<file path="src/riscv_v_pkg.sv">
//======================================================================
// Vector slice geometry, vl/vstart widths, element size encoding
// and the data word with its flat and byte views
//======================================================================

package riscv_v_pkg;

    localparam int RISCV_V_NUM_BYTES_DATA          = 16;
    localparam int RISCV_V_DATA_WIDTH              = RISCV_V_NUM_BYTES_DATA * 8;
    localparam int RISCV_V_NUM_VALID_OSIZES        = 5;
    localparam int RISCV_V_NUM_ELEMENTS_REG        = 16;
    localparam int RISCV_V_NUM_BYTES_ALLOCATE_MASK = 2;
    localparam int RISCV_V_VL_WIDTH                = 5;
    localparam int RISCV_V_VSTART_WIDTH            = 4;

    // Same encoding as vsew
    typedef enum logic [2:0] {
        OSIZE_8   = 3'd0,
        OSIZE_16  = 3'd1,
        OSIZE_32  = 3'd2,
        OSIZE_64  = 3'd3,
        OSIZE_128 = 3'd4
    } riscv_v_osize_e;

    // One bit per byte lane
    typedef logic [RISCV_V_NUM_BYTES_DATA-1:0] riscv_v_byte_vec_t;

    typedef union packed {
        logic [RISCV_V_DATA_WIDTH-1:0]            word;
        logic [RISCV_V_NUM_BYTES_DATA-1:0][7:0]   bytes;
    } riscv_v_data_u;

endpackage

</file>
<file path="src/riscv_v_op_pkg.sv">
//======================================================================
// Integer ALU operation codes for the vector lane
//======================================================================

package riscv_v_op_pkg;

    localparam int RISCV_V_OP_WIDTH = 3;

    localparam logic [RISCV_V_OP_WIDTH-1:0] OP_ADD = 3'd0;
    localparam logic [RISCV_V_OP_WIDTH-1:0] OP_SUB = 3'd1;
    localparam logic [RISCV_V_OP_WIDTH-1:0] OP_AND = 3'd2;
    localparam logic [RISCV_V_OP_WIDTH-1:0] OP_OR  = 3'd3;
    // Codes above XOR fall back to add
    localparam logic [RISCV_V_OP_WIDTH-1:0] OP_XOR = 3'd4;

endpackage

</file>
<file path="src/riscv_v_issue_stage.sv">
//======================================================================
// Issue register holding one full vector request
//======================================================================
`timescale 1ns/1ps

module riscv_v_issue_stage
import riscv_v_pkg::*, riscv_v_op_pkg::*;
(
    input  logic                            clk,
    input  logic                            reset,
    input  logic                            in_valid,
    output logic                            in_ready,
    input  riscv_v_data_u                   srca,
    input  riscv_v_data_u                   srcb,
    input  riscv_v_data_u                   vd_old,
    input  riscv_v_osize_e                  vsew,
    input  logic [RISCV_V_VL_WIDTH-1:0]     vl,
    input  logic [RISCV_V_VSTART_WIDTH-1:0] vstart,
    input  riscv_v_byte_vec_t               mask,
    input  logic                            use_mask,
    input  logic                            is_mask,
    input  logic                            is_reduct,
    input  logic [RISCV_V_OP_WIDTH-1:0]     op,
    output logic                            iss_valid,
    input  logic                            iss_ready,
    output riscv_v_data_u                   iss_srca,
    output riscv_v_data_u                   iss_srcb,
    output riscv_v_data_u                   iss_vd_old,
    output riscv_v_osize_e                  iss_vsew,
    output logic [RISCV_V_VL_WIDTH-1:0]     iss_vl,
    output logic [RISCV_V_VSTART_WIDTH-1:0] iss_vstart,
    output riscv_v_byte_vec_t               iss_mask,
    output logic                            iss_use_mask,
    output logic                            iss_is_mask,
    output logic                            iss_is_reduct,
    output logic [RISCV_V_OP_WIDTH-1:0]     iss_op
);

    assign in_ready = ~iss_valid | iss_ready;

    always_ff @(posedge clk) begin
        if (reset) begin
            iss_valid <= 1'b0;
        end else if (in_ready) begin
            iss_valid <= in_valid;
        end
    end

    // Payload only loads on a transfer
    always_ff @(posedge clk) begin
        if (in_valid && in_ready) begin
            iss_srca      <= srca;
            iss_srcb      <= srcb;
            iss_vd_old    <= vd_old;
            iss_vsew      <= vsew;
            iss_vl        <= vl;
            iss_vstart    <= vstart;
            iss_mask      <= mask;
            iss_use_mask  <= use_mask;
            iss_is_mask   <= is_mask;
            iss_is_reduct <= is_reduct;
            iss_op        <= op;
        end
    end

endmodule

</file>
<file path="src/riscv_v_decode_element.sv">
//======================================================================
// Element decode: per-byte in-range, write-valid and merge words
// from vsew, vl, vstart, mask and the mask/reduction flags
//======================================================================
`timescale 1ns/1ps

module riscv_v_decode_element
import riscv_v_pkg::*;
(
    input  riscv_v_osize_e                  vsew,
    input  logic [RISCV_V_VL_WIDTH-1:0]     vl,
    input  logic [RISCV_V_VSTART_WIDTH-1:0] vstart,
    input  riscv_v_byte_vec_t               mask,
    input  logic                            use_mask,
    input  logic                            is_mask,
    input  logic                            is_reduct,
    output riscv_v_byte_vec_t               srca_valid,
    output riscv_v_byte_vec_t               srcb_valid,
    output riscv_v_byte_vec_t               merge
);

    logic [RISCV_V_NUM_VALID_OSIZES-1:0] osize_vector;
    logic [RISCV_V_NUM_VALID_OSIZES-1:0] is_greater_osize_vector;
    logic [RISCV_V_NUM_VALID_OSIZES-1:0] is_less_osize_vector;

    logic [RISCV_V_NUM_ELEMENTS_REG-1:0] elem_in_range;
    logic [RISCV_V_NUM_ELEMENTS_REG-1:0] elem_active;

    riscv_v_byte_vec_t active_bytes;
    riscv_v_byte_vec_t is_mask_keep;
    riscv_v_byte_vec_t reduct_keep;

    // Number of low zero bits of a byte boundary
    function automatic int boundary_level(input int boundary);
        int level;
        level = 0;
        while (((boundary >> level) & 1) == 0 && level < RISCV_V_NUM_VALID_OSIZES - 1) begin
            level++;
        end
        return level;
    endfunction

    always_comb begin
        for (int osize_idx = 0; osize_idx < RISCV_V_NUM_VALID_OSIZES; osize_idx++) begin
            osize_vector[osize_idx] = (vsew == riscv_v_osize_e'(osize_idx));
        end
    end

    // Size at least / at most a given encoding
    assign is_greater_osize_vector[0] = 1'b1;
    assign is_less_osize_vector[RISCV_V_NUM_VALID_OSIZES-1] = 1'b1;
    for (genvar osize_idx = 1; osize_idx < RISCV_V_NUM_VALID_OSIZES; osize_idx++) begin : gen_size_cmp
        assign is_greater_osize_vector[osize_idx] =
            |osize_vector[RISCV_V_NUM_VALID_OSIZES-1:osize_idx];
        assign is_less_osize_vector[osize_idx-1] = ~is_greater_osize_vector[osize_idx];
    end

    // Per-element vl / vstart range and mask bit
    for (genvar elem_idx = 0; elem_idx < RISCV_V_NUM_ELEMENTS_REG; elem_idx++) begin : gen_elem
        assign elem_in_range[elem_idx] = (vl >= RISCV_V_VL_WIDTH'(elem_idx + 1)) &&
                                         (vstart <= RISCV_V_VSTART_WIDTH'(elem_idx));
        assign elem_active[elem_idx]   = elem_in_range[elem_idx] &
                                         (~use_mask | mask[elem_idx]);
    end

    // Spread element results over the bytes of the selected size
    always_comb begin
        srcb_valid   = '0;
        active_bytes = '0;
        for (int byte_idx = 0; byte_idx < RISCV_V_NUM_BYTES_DATA; byte_idx++) begin
            for (int osize_idx = 0; osize_idx < RISCV_V_NUM_VALID_OSIZES; osize_idx++) begin
                if (osize_vector[osize_idx]) begin
                    srcb_valid[byte_idx]   = elem_in_range[byte_idx >> osize_idx];
                    active_bytes[byte_idx] = elem_active[byte_idx >> osize_idx];
                end
            end
        end
    end

    // Mask destination only takes the low bytes
    assign is_mask_keep = {{(RISCV_V_NUM_BYTES_DATA - RISCV_V_NUM_BYTES_ALLOCATE_MASK){~is_mask}},
                           {RISCV_V_NUM_BYTES_ALLOCATE_MASK{1'b1}}};

    // Byte k lies outside element 0 when the size is at most floor(log2 k)
    assign reduct_keep[0] = 1'b1;
    for (genvar byte_idx = 1; byte_idx < RISCV_V_NUM_BYTES_DATA; byte_idx++) begin : gen_reduct
        localparam int LEVEL = $clog2(byte_idx + 1) - 1;
        assign reduct_keep[byte_idx] = ~(is_reduct & is_less_osize_vector[LEVEL]);
    end

    assign srca_valid = active_bytes & is_mask_keep & reduct_keep;

    // Bytes b and b+1 share an element when the size exceeds the boundary alignment
    for (genvar byte_idx = 0; byte_idx < RISCV_V_NUM_BYTES_DATA - 1; byte_idx++) begin : gen_merge
        localparam int LEVEL = boundary_level(byte_idx + 1);
        assign merge[byte_idx] = is_greater_osize_vector[LEVEL + 1];
    end
    assign merge[RISCV_V_NUM_BYTES_DATA-1] = 1'b0;

endmodule

</file>
<file path="src/riscv_v_lane_alu.sv">
//======================================================================
// Execute register and byte-lane integer ALU
// Add/sub carries run between bytes of one element via merge
//======================================================================
`timescale 1ns/1ps

module riscv_v_lane_alu
import riscv_v_pkg::*, riscv_v_op_pkg::*;
(
    input  logic                        clk,
    input  logic                        reset,
    input  logic                        iss_valid,
    output logic                        iss_ready,
    input  riscv_v_data_u               srca,
    input  riscv_v_data_u               srcb,
    input  riscv_v_data_u               vd_old,
    input  riscv_v_byte_vec_t           srca_valid,
    input  riscv_v_byte_vec_t           merge,
    input  logic [RISCV_V_OP_WIDTH-1:0] op,
    output logic                        ex_valid,
    input  logic                        ex_ready,
    output riscv_v_data_u               alu_result,
    output riscv_v_byte_vec_t           ex_we,
    output riscv_v_data_u               ex_vd_old
);

    riscv_v_data_u               ex_srca;
    riscv_v_data_u               ex_srcb;
    riscv_v_byte_vec_t           ex_merge;
    logic [RISCV_V_OP_WIDTH-1:0] ex_op;

    logic          is_sub;
    riscv_v_data_u operand_b;
    riscv_v_data_u sum_data;
    logic [8:0]    byte_sum;
    logic          carry_in;

    assign iss_ready = ~ex_valid | ex_ready;

    always_ff @(posedge clk) begin
        if (reset) begin
            ex_valid <= 1'b0;
        end else if (iss_ready) begin
            ex_valid <= iss_valid;
        end
    end

    always_ff @(posedge clk) begin
        if (iss_valid && iss_ready) begin
            ex_srca   <= srca;
            ex_srcb   <= srcb;
            ex_vd_old <= vd_old;
            ex_we     <= srca_valid;
            ex_merge  <= merge;
            ex_op     <= op;
        end
    end

    assign is_sub         = (ex_op == OP_SUB);
    assign operand_b.word = is_sub ? ~ex_srcb.word : ex_srcb.word;

    // Ripple per byte; an element's lowest byte restarts with the op carry
    always_comb begin
        sum_data = '0;
        byte_sum = '0;
        carry_in = is_sub;
        for (int byte_idx = 0; byte_idx < RISCV_V_NUM_BYTES_DATA; byte_idx++) begin
            byte_sum = {1'b0, ex_srca.bytes[byte_idx]} + {1'b0, operand_b.bytes[byte_idx]}
                       + {8'd0, carry_in};
            sum_data.bytes[byte_idx] = byte_sum[7:0];
            carry_in = ex_merge[byte_idx] ? byte_sum[8] : is_sub;
        end
    end

    always_comb begin
        case (ex_op)
            OP_ADD, OP_SUB: alu_result = sum_data;
            OP_AND:         alu_result.word = ex_srca.word & ex_srcb.word;
            OP_OR:          alu_result.word = ex_srca.word | ex_srcb.word;
            OP_XOR:         alu_result.word = ex_srca.word ^ ex_srcb.word;
            default:        alu_result = sum_data;
        endcase
    end

endmodule

</file>
<file path="src/riscv_v_writeback_stage.sv">
//======================================================================
// Writeback register: ALU bytes where enabled, old destination elsewhere
//======================================================================
`timescale 1ns/1ps

module riscv_v_writeback_stage
import riscv_v_pkg::*;
(
    input  logic              clk,
    input  logic              reset,
    input  logic              ex_valid,
    output logic              ex_ready,
    input  riscv_v_data_u     alu_result,
    input  riscv_v_data_u     ex_vd_old,
    input  riscv_v_byte_vec_t ex_we,
    output logic              out_valid,
    input  logic              out_ready,
    output riscv_v_data_u     result,
    output riscv_v_byte_vec_t byte_we
);

    assign ex_ready = ~out_valid | out_ready;

    always_ff @(posedge clk) begin
        if (reset) begin
            out_valid <= 1'b0;
        end else if (ex_ready) begin
            out_valid <= ex_valid;
        end
    end

    // Undisturbed policy on inactive bytes
    always_ff @(posedge clk) begin
        if (ex_valid && ex_ready) begin
            for (int byte_idx = 0; byte_idx < RISCV_V_NUM_BYTES_DATA; byte_idx++) begin
                result.bytes[byte_idx] <= ex_we[byte_idx] ? alu_result.bytes[byte_idx]
                                                          : ex_vd_old.bytes[byte_idx];
            end
            byte_we <= ex_we;
        end
    end

endmodule

</file>
<file path="src/riscv_v_exec_top.sv">
//======================================================================
// Vector element pipeline top: issue, decode, execute, writeback
//======================================================================
`timescale 1ns/1ps

module riscv_v_exec_top
import riscv_v_pkg::*, riscv_v_op_pkg::*;
(
    input  logic                            clk,
    input  logic                            reset,
    input  logic                            in_valid,
    output logic                            in_ready,
    input  riscv_v_data_u                   srca,
    input  riscv_v_data_u                   srcb,
    input  riscv_v_data_u                   vd_old,
    input  riscv_v_osize_e                  vsew,
    input  logic [RISCV_V_VL_WIDTH-1:0]     vl,
    input  logic [RISCV_V_VSTART_WIDTH-1:0] vstart,
    input  riscv_v_byte_vec_t               mask,
    input  logic                            use_mask,
    input  logic                            is_mask,
    input  logic                            is_reduct,
    input  logic [RISCV_V_OP_WIDTH-1:0]     op,
    output logic                            out_valid,
    input  logic                            out_ready,
    output riscv_v_data_u                   result,
    output riscv_v_byte_vec_t               byte_we
);

    logic                            iss_valid;
    logic                            iss_ready;
    riscv_v_data_u                   iss_srca;
    riscv_v_data_u                   iss_srcb;
    riscv_v_data_u                   iss_vd_old;
    riscv_v_osize_e                  iss_vsew;
    logic [RISCV_V_VL_WIDTH-1:0]     iss_vl;
    logic [RISCV_V_VSTART_WIDTH-1:0] iss_vstart;
    riscv_v_byte_vec_t               iss_mask;
    logic                            iss_use_mask;
    logic                            iss_is_mask;
    logic                            iss_is_reduct;
    logic [RISCV_V_OP_WIDTH-1:0]     iss_op;

    riscv_v_byte_vec_t               srca_valid;
    riscv_v_byte_vec_t               merge;

    logic                            ex_valid;
    logic                            ex_ready;
    riscv_v_data_u                   alu_result;
    riscv_v_byte_vec_t               ex_we;
    riscv_v_data_u                   ex_vd_old;

    riscv_v_issue_stage issue0 (
        .clk           (clk),
        .reset         (reset),
        .in_valid      (in_valid),
        .in_ready      (in_ready),
        .srca          (srca),
        .srcb          (srcb),
        .vd_old        (vd_old),
        .vsew          (vsew),
        .vl            (vl),
        .vstart        (vstart),
        .mask          (mask),
        .use_mask      (use_mask),
        .is_mask       (is_mask),
        .is_reduct     (is_reduct),
        .op            (op),
        .iss_valid     (iss_valid),
        .iss_ready     (iss_ready),
        .iss_srca      (iss_srca),
        .iss_srcb      (iss_srcb),
        .iss_vd_old    (iss_vd_old),
        .iss_vsew      (iss_vsew),
        .iss_vl        (iss_vl),
        .iss_vstart    (iss_vstart),
        .iss_mask      (iss_mask),
        .iss_use_mask  (iss_use_mask),
        .iss_is_mask   (iss_is_mask),
        .iss_is_reduct (iss_is_reduct),
        .iss_op        (iss_op)
    );

    // Writes follow srca_valid only
    riscv_v_decode_element decode0 (
        .vsew       (iss_vsew),
        .vl         (iss_vl),
        .vstart     (iss_vstart),
        .mask       (iss_mask),
        .use_mask   (iss_use_mask),
        .is_mask    (iss_is_mask),
        .is_reduct  (iss_is_reduct),
        .srca_valid (srca_valid),
        .srcb_valid (),
        .merge      (merge)
    );

    riscv_v_lane_alu alu0 (
        .clk        (clk),
        .reset      (reset),
        .iss_valid  (iss_valid),
        .iss_ready  (iss_ready),
        .srca       (iss_srca),
        .srcb       (iss_srcb),
        .vd_old     (iss_vd_old),
        .srca_valid (srca_valid),
        .merge      (merge),
        .op         (iss_op),
        .ex_valid   (ex_valid),
        .ex_ready   (ex_ready),
        .alu_result (alu_result),
        .ex_we      (ex_we),
        .ex_vd_old  (ex_vd_old)
    );

    riscv_v_writeback_stage wb0 (
        .clk        (clk),
        .reset      (reset),
        .ex_valid   (ex_valid),
        .ex_ready   (ex_ready),
        .alu_result (alu_result),
        .ex_vd_old  (ex_vd_old),
        .ex_we      (ex_we),
        .out_valid  (out_valid),
        .out_ready  (out_ready),
        .result     (result),
        .byte_we    (byte_we)
    );

endmodule

</file>
<file path="config.mk">
export PLATFORM = sky130hd
export DESIGN_NAME = riscv_v_exec_top
export DESIGN_NICKNAME = d
export VERILOG_FILES = /design/src/riscv_v_pkg.sv /design/src/riscv_v_op_pkg.sv /design/src/riscv_v_issue_stage.sv /design/src/riscv_v_decode_element.sv /design/src/riscv_v_lane_alu.sv /design/src/riscv_v_writeback_stage.sv /design/src/riscv_v_exec_top.sv
export SDC_FILE = /design/constraint.sdc
export NUM_CORES = 1
export LEC_CHECK = 0
export ABC_AREA = 1
export BUFFER_PORTS_ARGS = -buffer_cell sky130_fd_sc_hd__buf_4
export CORE_MARGIN = 3
export CORE_UTILIZATION = 60
export DETAILED_ROUTE_END_ITERATION = 16
export HOLD_SLACK_MARGIN = 0.12
export PLACE_DENSITY = 0.9
export SLEW_MARGIN = 20
export SYNTH_ARGS = -nofsm -noshare
export SYNTH_HDL_FRONTEND = slang
export SYNTH_HIERARCHICAL = 1
export SYNTH_SLANG_ARGS = --single-unit
</file>
<file path="constraint.sdc">
create_clock -name clk -period 39.9 [get_ports clk]
set_input_delay 1.995 -clock clk [delete_from_list [all_inputs] [get_ports clk]]
set_output_delay 1.995 -clock clk [all_outputs]
set_load 0.005 [all_outputs]
</file>
==> results.cfg <==
[global_route]
grt.overflow.total = 0
grt_pass1_vias = 31389
antenna_found_initial = 17
grt_pass1_wl_microns = 178000
grt_max_degree = 183
groute.usage.overall = 0.288

[floorplanning]
num_rows = 100
core_area_sq_um = 75200
start_util = 0.613
die_y_microns = 283
die_w_microns = 283
ios = 568
die-area_sq_um = 80200

[detailed_routing]
drt_iter0_markers = 3308
first_pass_iters = 9
wl_per_cell_microns = 22.2
drc = 0
routed_wirelength_microns = 118000
vias = 30618
vias_per_cell = 5.75
ant_nets = 0

[place]
portBuffers = 567
dpl.hpwl_microns = 78600
globalplace.congestion = 0.919
dpl-instance-area_sq_um = 51100
dp_cells = 5126

[yosys]
syn-mean-instance-area_sq_um = 12.7
synth_fp_nets = 4440
syn_inst = 3620
synthesis.area_sq_um = 46100
ys_warn_count = 6

[final_layout]
final_area_sq_um = 54400
layout_common_cells = edfxtp_1, buf_4, nand2_1, inv_1, ha_1
syn_to_final_growth_pct = 18.0
final_util = 0.723
fin_nets = 5025
nFillCells = 4536
final_common_cell = edfxtp_1
drive_above_1_share = 0.191
layoutNonFillerInstCount = 5321

[clock_tree]
cts_inserted_buffers = 97
clkTransAtPathRegs_ns = 0.06
cts_tree = done
cts_htree_levels = 3
clock_path_buffers = 3
cts_root_buffer = clkbuf_16
numClockSinks = 983
holdBufCountCts = 0
clk_latency_ns = 0.66
post_cts_buffers = 0
cts_resized = 0

[status]
outcome = finished, final reports clean

[setup_path]
cp.required_ns = 40.27
crit_type = register to register
cp_max_fo = 56
cpMaxStageDelayCell = buf_4
worst_setup_path_end_kind = register
max_stage_delay_ns = 0.78
critPathArrivalTime_ns = 28.22
path_common_cell = o21ai_0
start_kind = register

[timing]
rsz0062_at_grt = no
slew_headroom = 0.235
clock_skew_ns = 0.0293
fin_crit_sh = 0.698
tightest_slew_ns = 1.15
fin_tns_setup_ns = 0
finalMaxSlewViolations = 0
hold_viol = 0
setup_viol_count_final = 0
max_freq_mhz = 35.9
period_minus_slack_ns = 27.84

[power_and_ir_drop]
powerDensity_nw_per_um2 = 44.2
power_mw = 2.40
p_leak_nw = 23.3
peakVddDrop_uv = 40.8

[run]
drv_cap = 0

[worst_hold_path]
min_path_type = register to register
area by class of cell:
cell class	count	area [sq um]	share of cell area
diodes	17	42.5	0.000782
flip-flops and latches	983	29500	0.542
clock buffers	116	2520	0.0463
clock inverters	62	691	0.0127
inverters	556	2090	0.0385
well taps	1020	1280	0.0235
repair buffers	588	4450	0.0819
multi-input cells	1979	13800	0.254
per-layer routing:
layer  vias to the layer above  GRT usage  wire length, microns
met5                         -          0                    44
met4                         6      0.147                  6210
met3                       401     0.0506                 10300
met2                      1784      0.491                 58500
met1                     14729      0.354                 43000
li1                      13698          -                     -
final timing paths:
check / startpoint / to / slack [ns] / depth (start not counted)
max: alu0/ex_op[0]$_DFFE_PP_ / wb0/result[123]$_DFFE_PP_ / 12.06 / 104
max reg2reg: alu0/ex_op[0]$_DFFE_PP_ / wb0/result[123]$_DFFE_PP_ / 12.06 / 104
min reg2reg: issue0/iss_srca[79]$_DFFE_PP_ / alu0/ex_srca[79]$_DFFE_PP_ / 0.41 / 0
min: issue0/iss_srca[79]$_DFFE_PP_ / alu0/ex_srca[79]$_DFFE_PP_ / 0.41 / 0
flip-flops by register name, indices dropped and copies added (netlist names):
| register | cells |
|---|---|
| alu0/ex_srca | 128 |
| alu0/ex_srcb | 128 |
| alu0/ex_vd_old | 128 |
| issue0/iss_srca | 128 |
| issue0/iss_srcb | 128 |
| issue0/iss_vd_old | 128 |
| wb0/result | 128 |
| alu0/ex_we | 16 |
| issue0/iss_mask | 16 |
| wb0/byte_we | 16 |
| alu0/ex_merge | 15 |
| issue0/iss_vl | 5 |
| issue0/iss_vstart | 4 |
| alu0/ex_op | 3 |
| issue0/iss_op | 3 |
| issue0/iss_vsew | 3 |
| alu0/ex_valid | 1 |
| issue0/iss_is_mask | 1 |
| issue0/iss_is_reduct | 1 |
| issue0/iss_use_mask | 1 |
| issue0/iss_valid | 1 |
| wb0/out_valid | 1 |
critical path: cells and delay by family (launching register included):
kind / cells / cell delay [ns]
AND/OR/NAND/NOR: 37 / 4.42
AO/OA/AOI/OAI: 34 / 8.07
XOR/XNOR: 1 / 0.16
flip-flops: 1 / 0.53
adder cells (fa/ha/maj): 30 / 13.48
buffers and inverters: 2 / 0.87
report_power, final:
group | switching (mW) | internal (mW) | total [mW]
Combinational | 0.148 | 0.0982 | 0.246
Clock | 0.396 | 0.537 | 0.933
Sequential | 0.0263 | 1.20 | 1.22
Total | 0.570 | 1.83 | 2.40
per-stage QoR:
stage | worst slack (ns) | hold slack [ns]
after floorplan | 16.16 | 0.400
after global placement | 13.27 | 0.400
after detailed placement | 12.36 | 0.405
after CTS | 12.20 | 0.407
after global routing | 9.94 | 0.410
final | 12.06 | 0.406
Power figures use the tool's default switching activity.
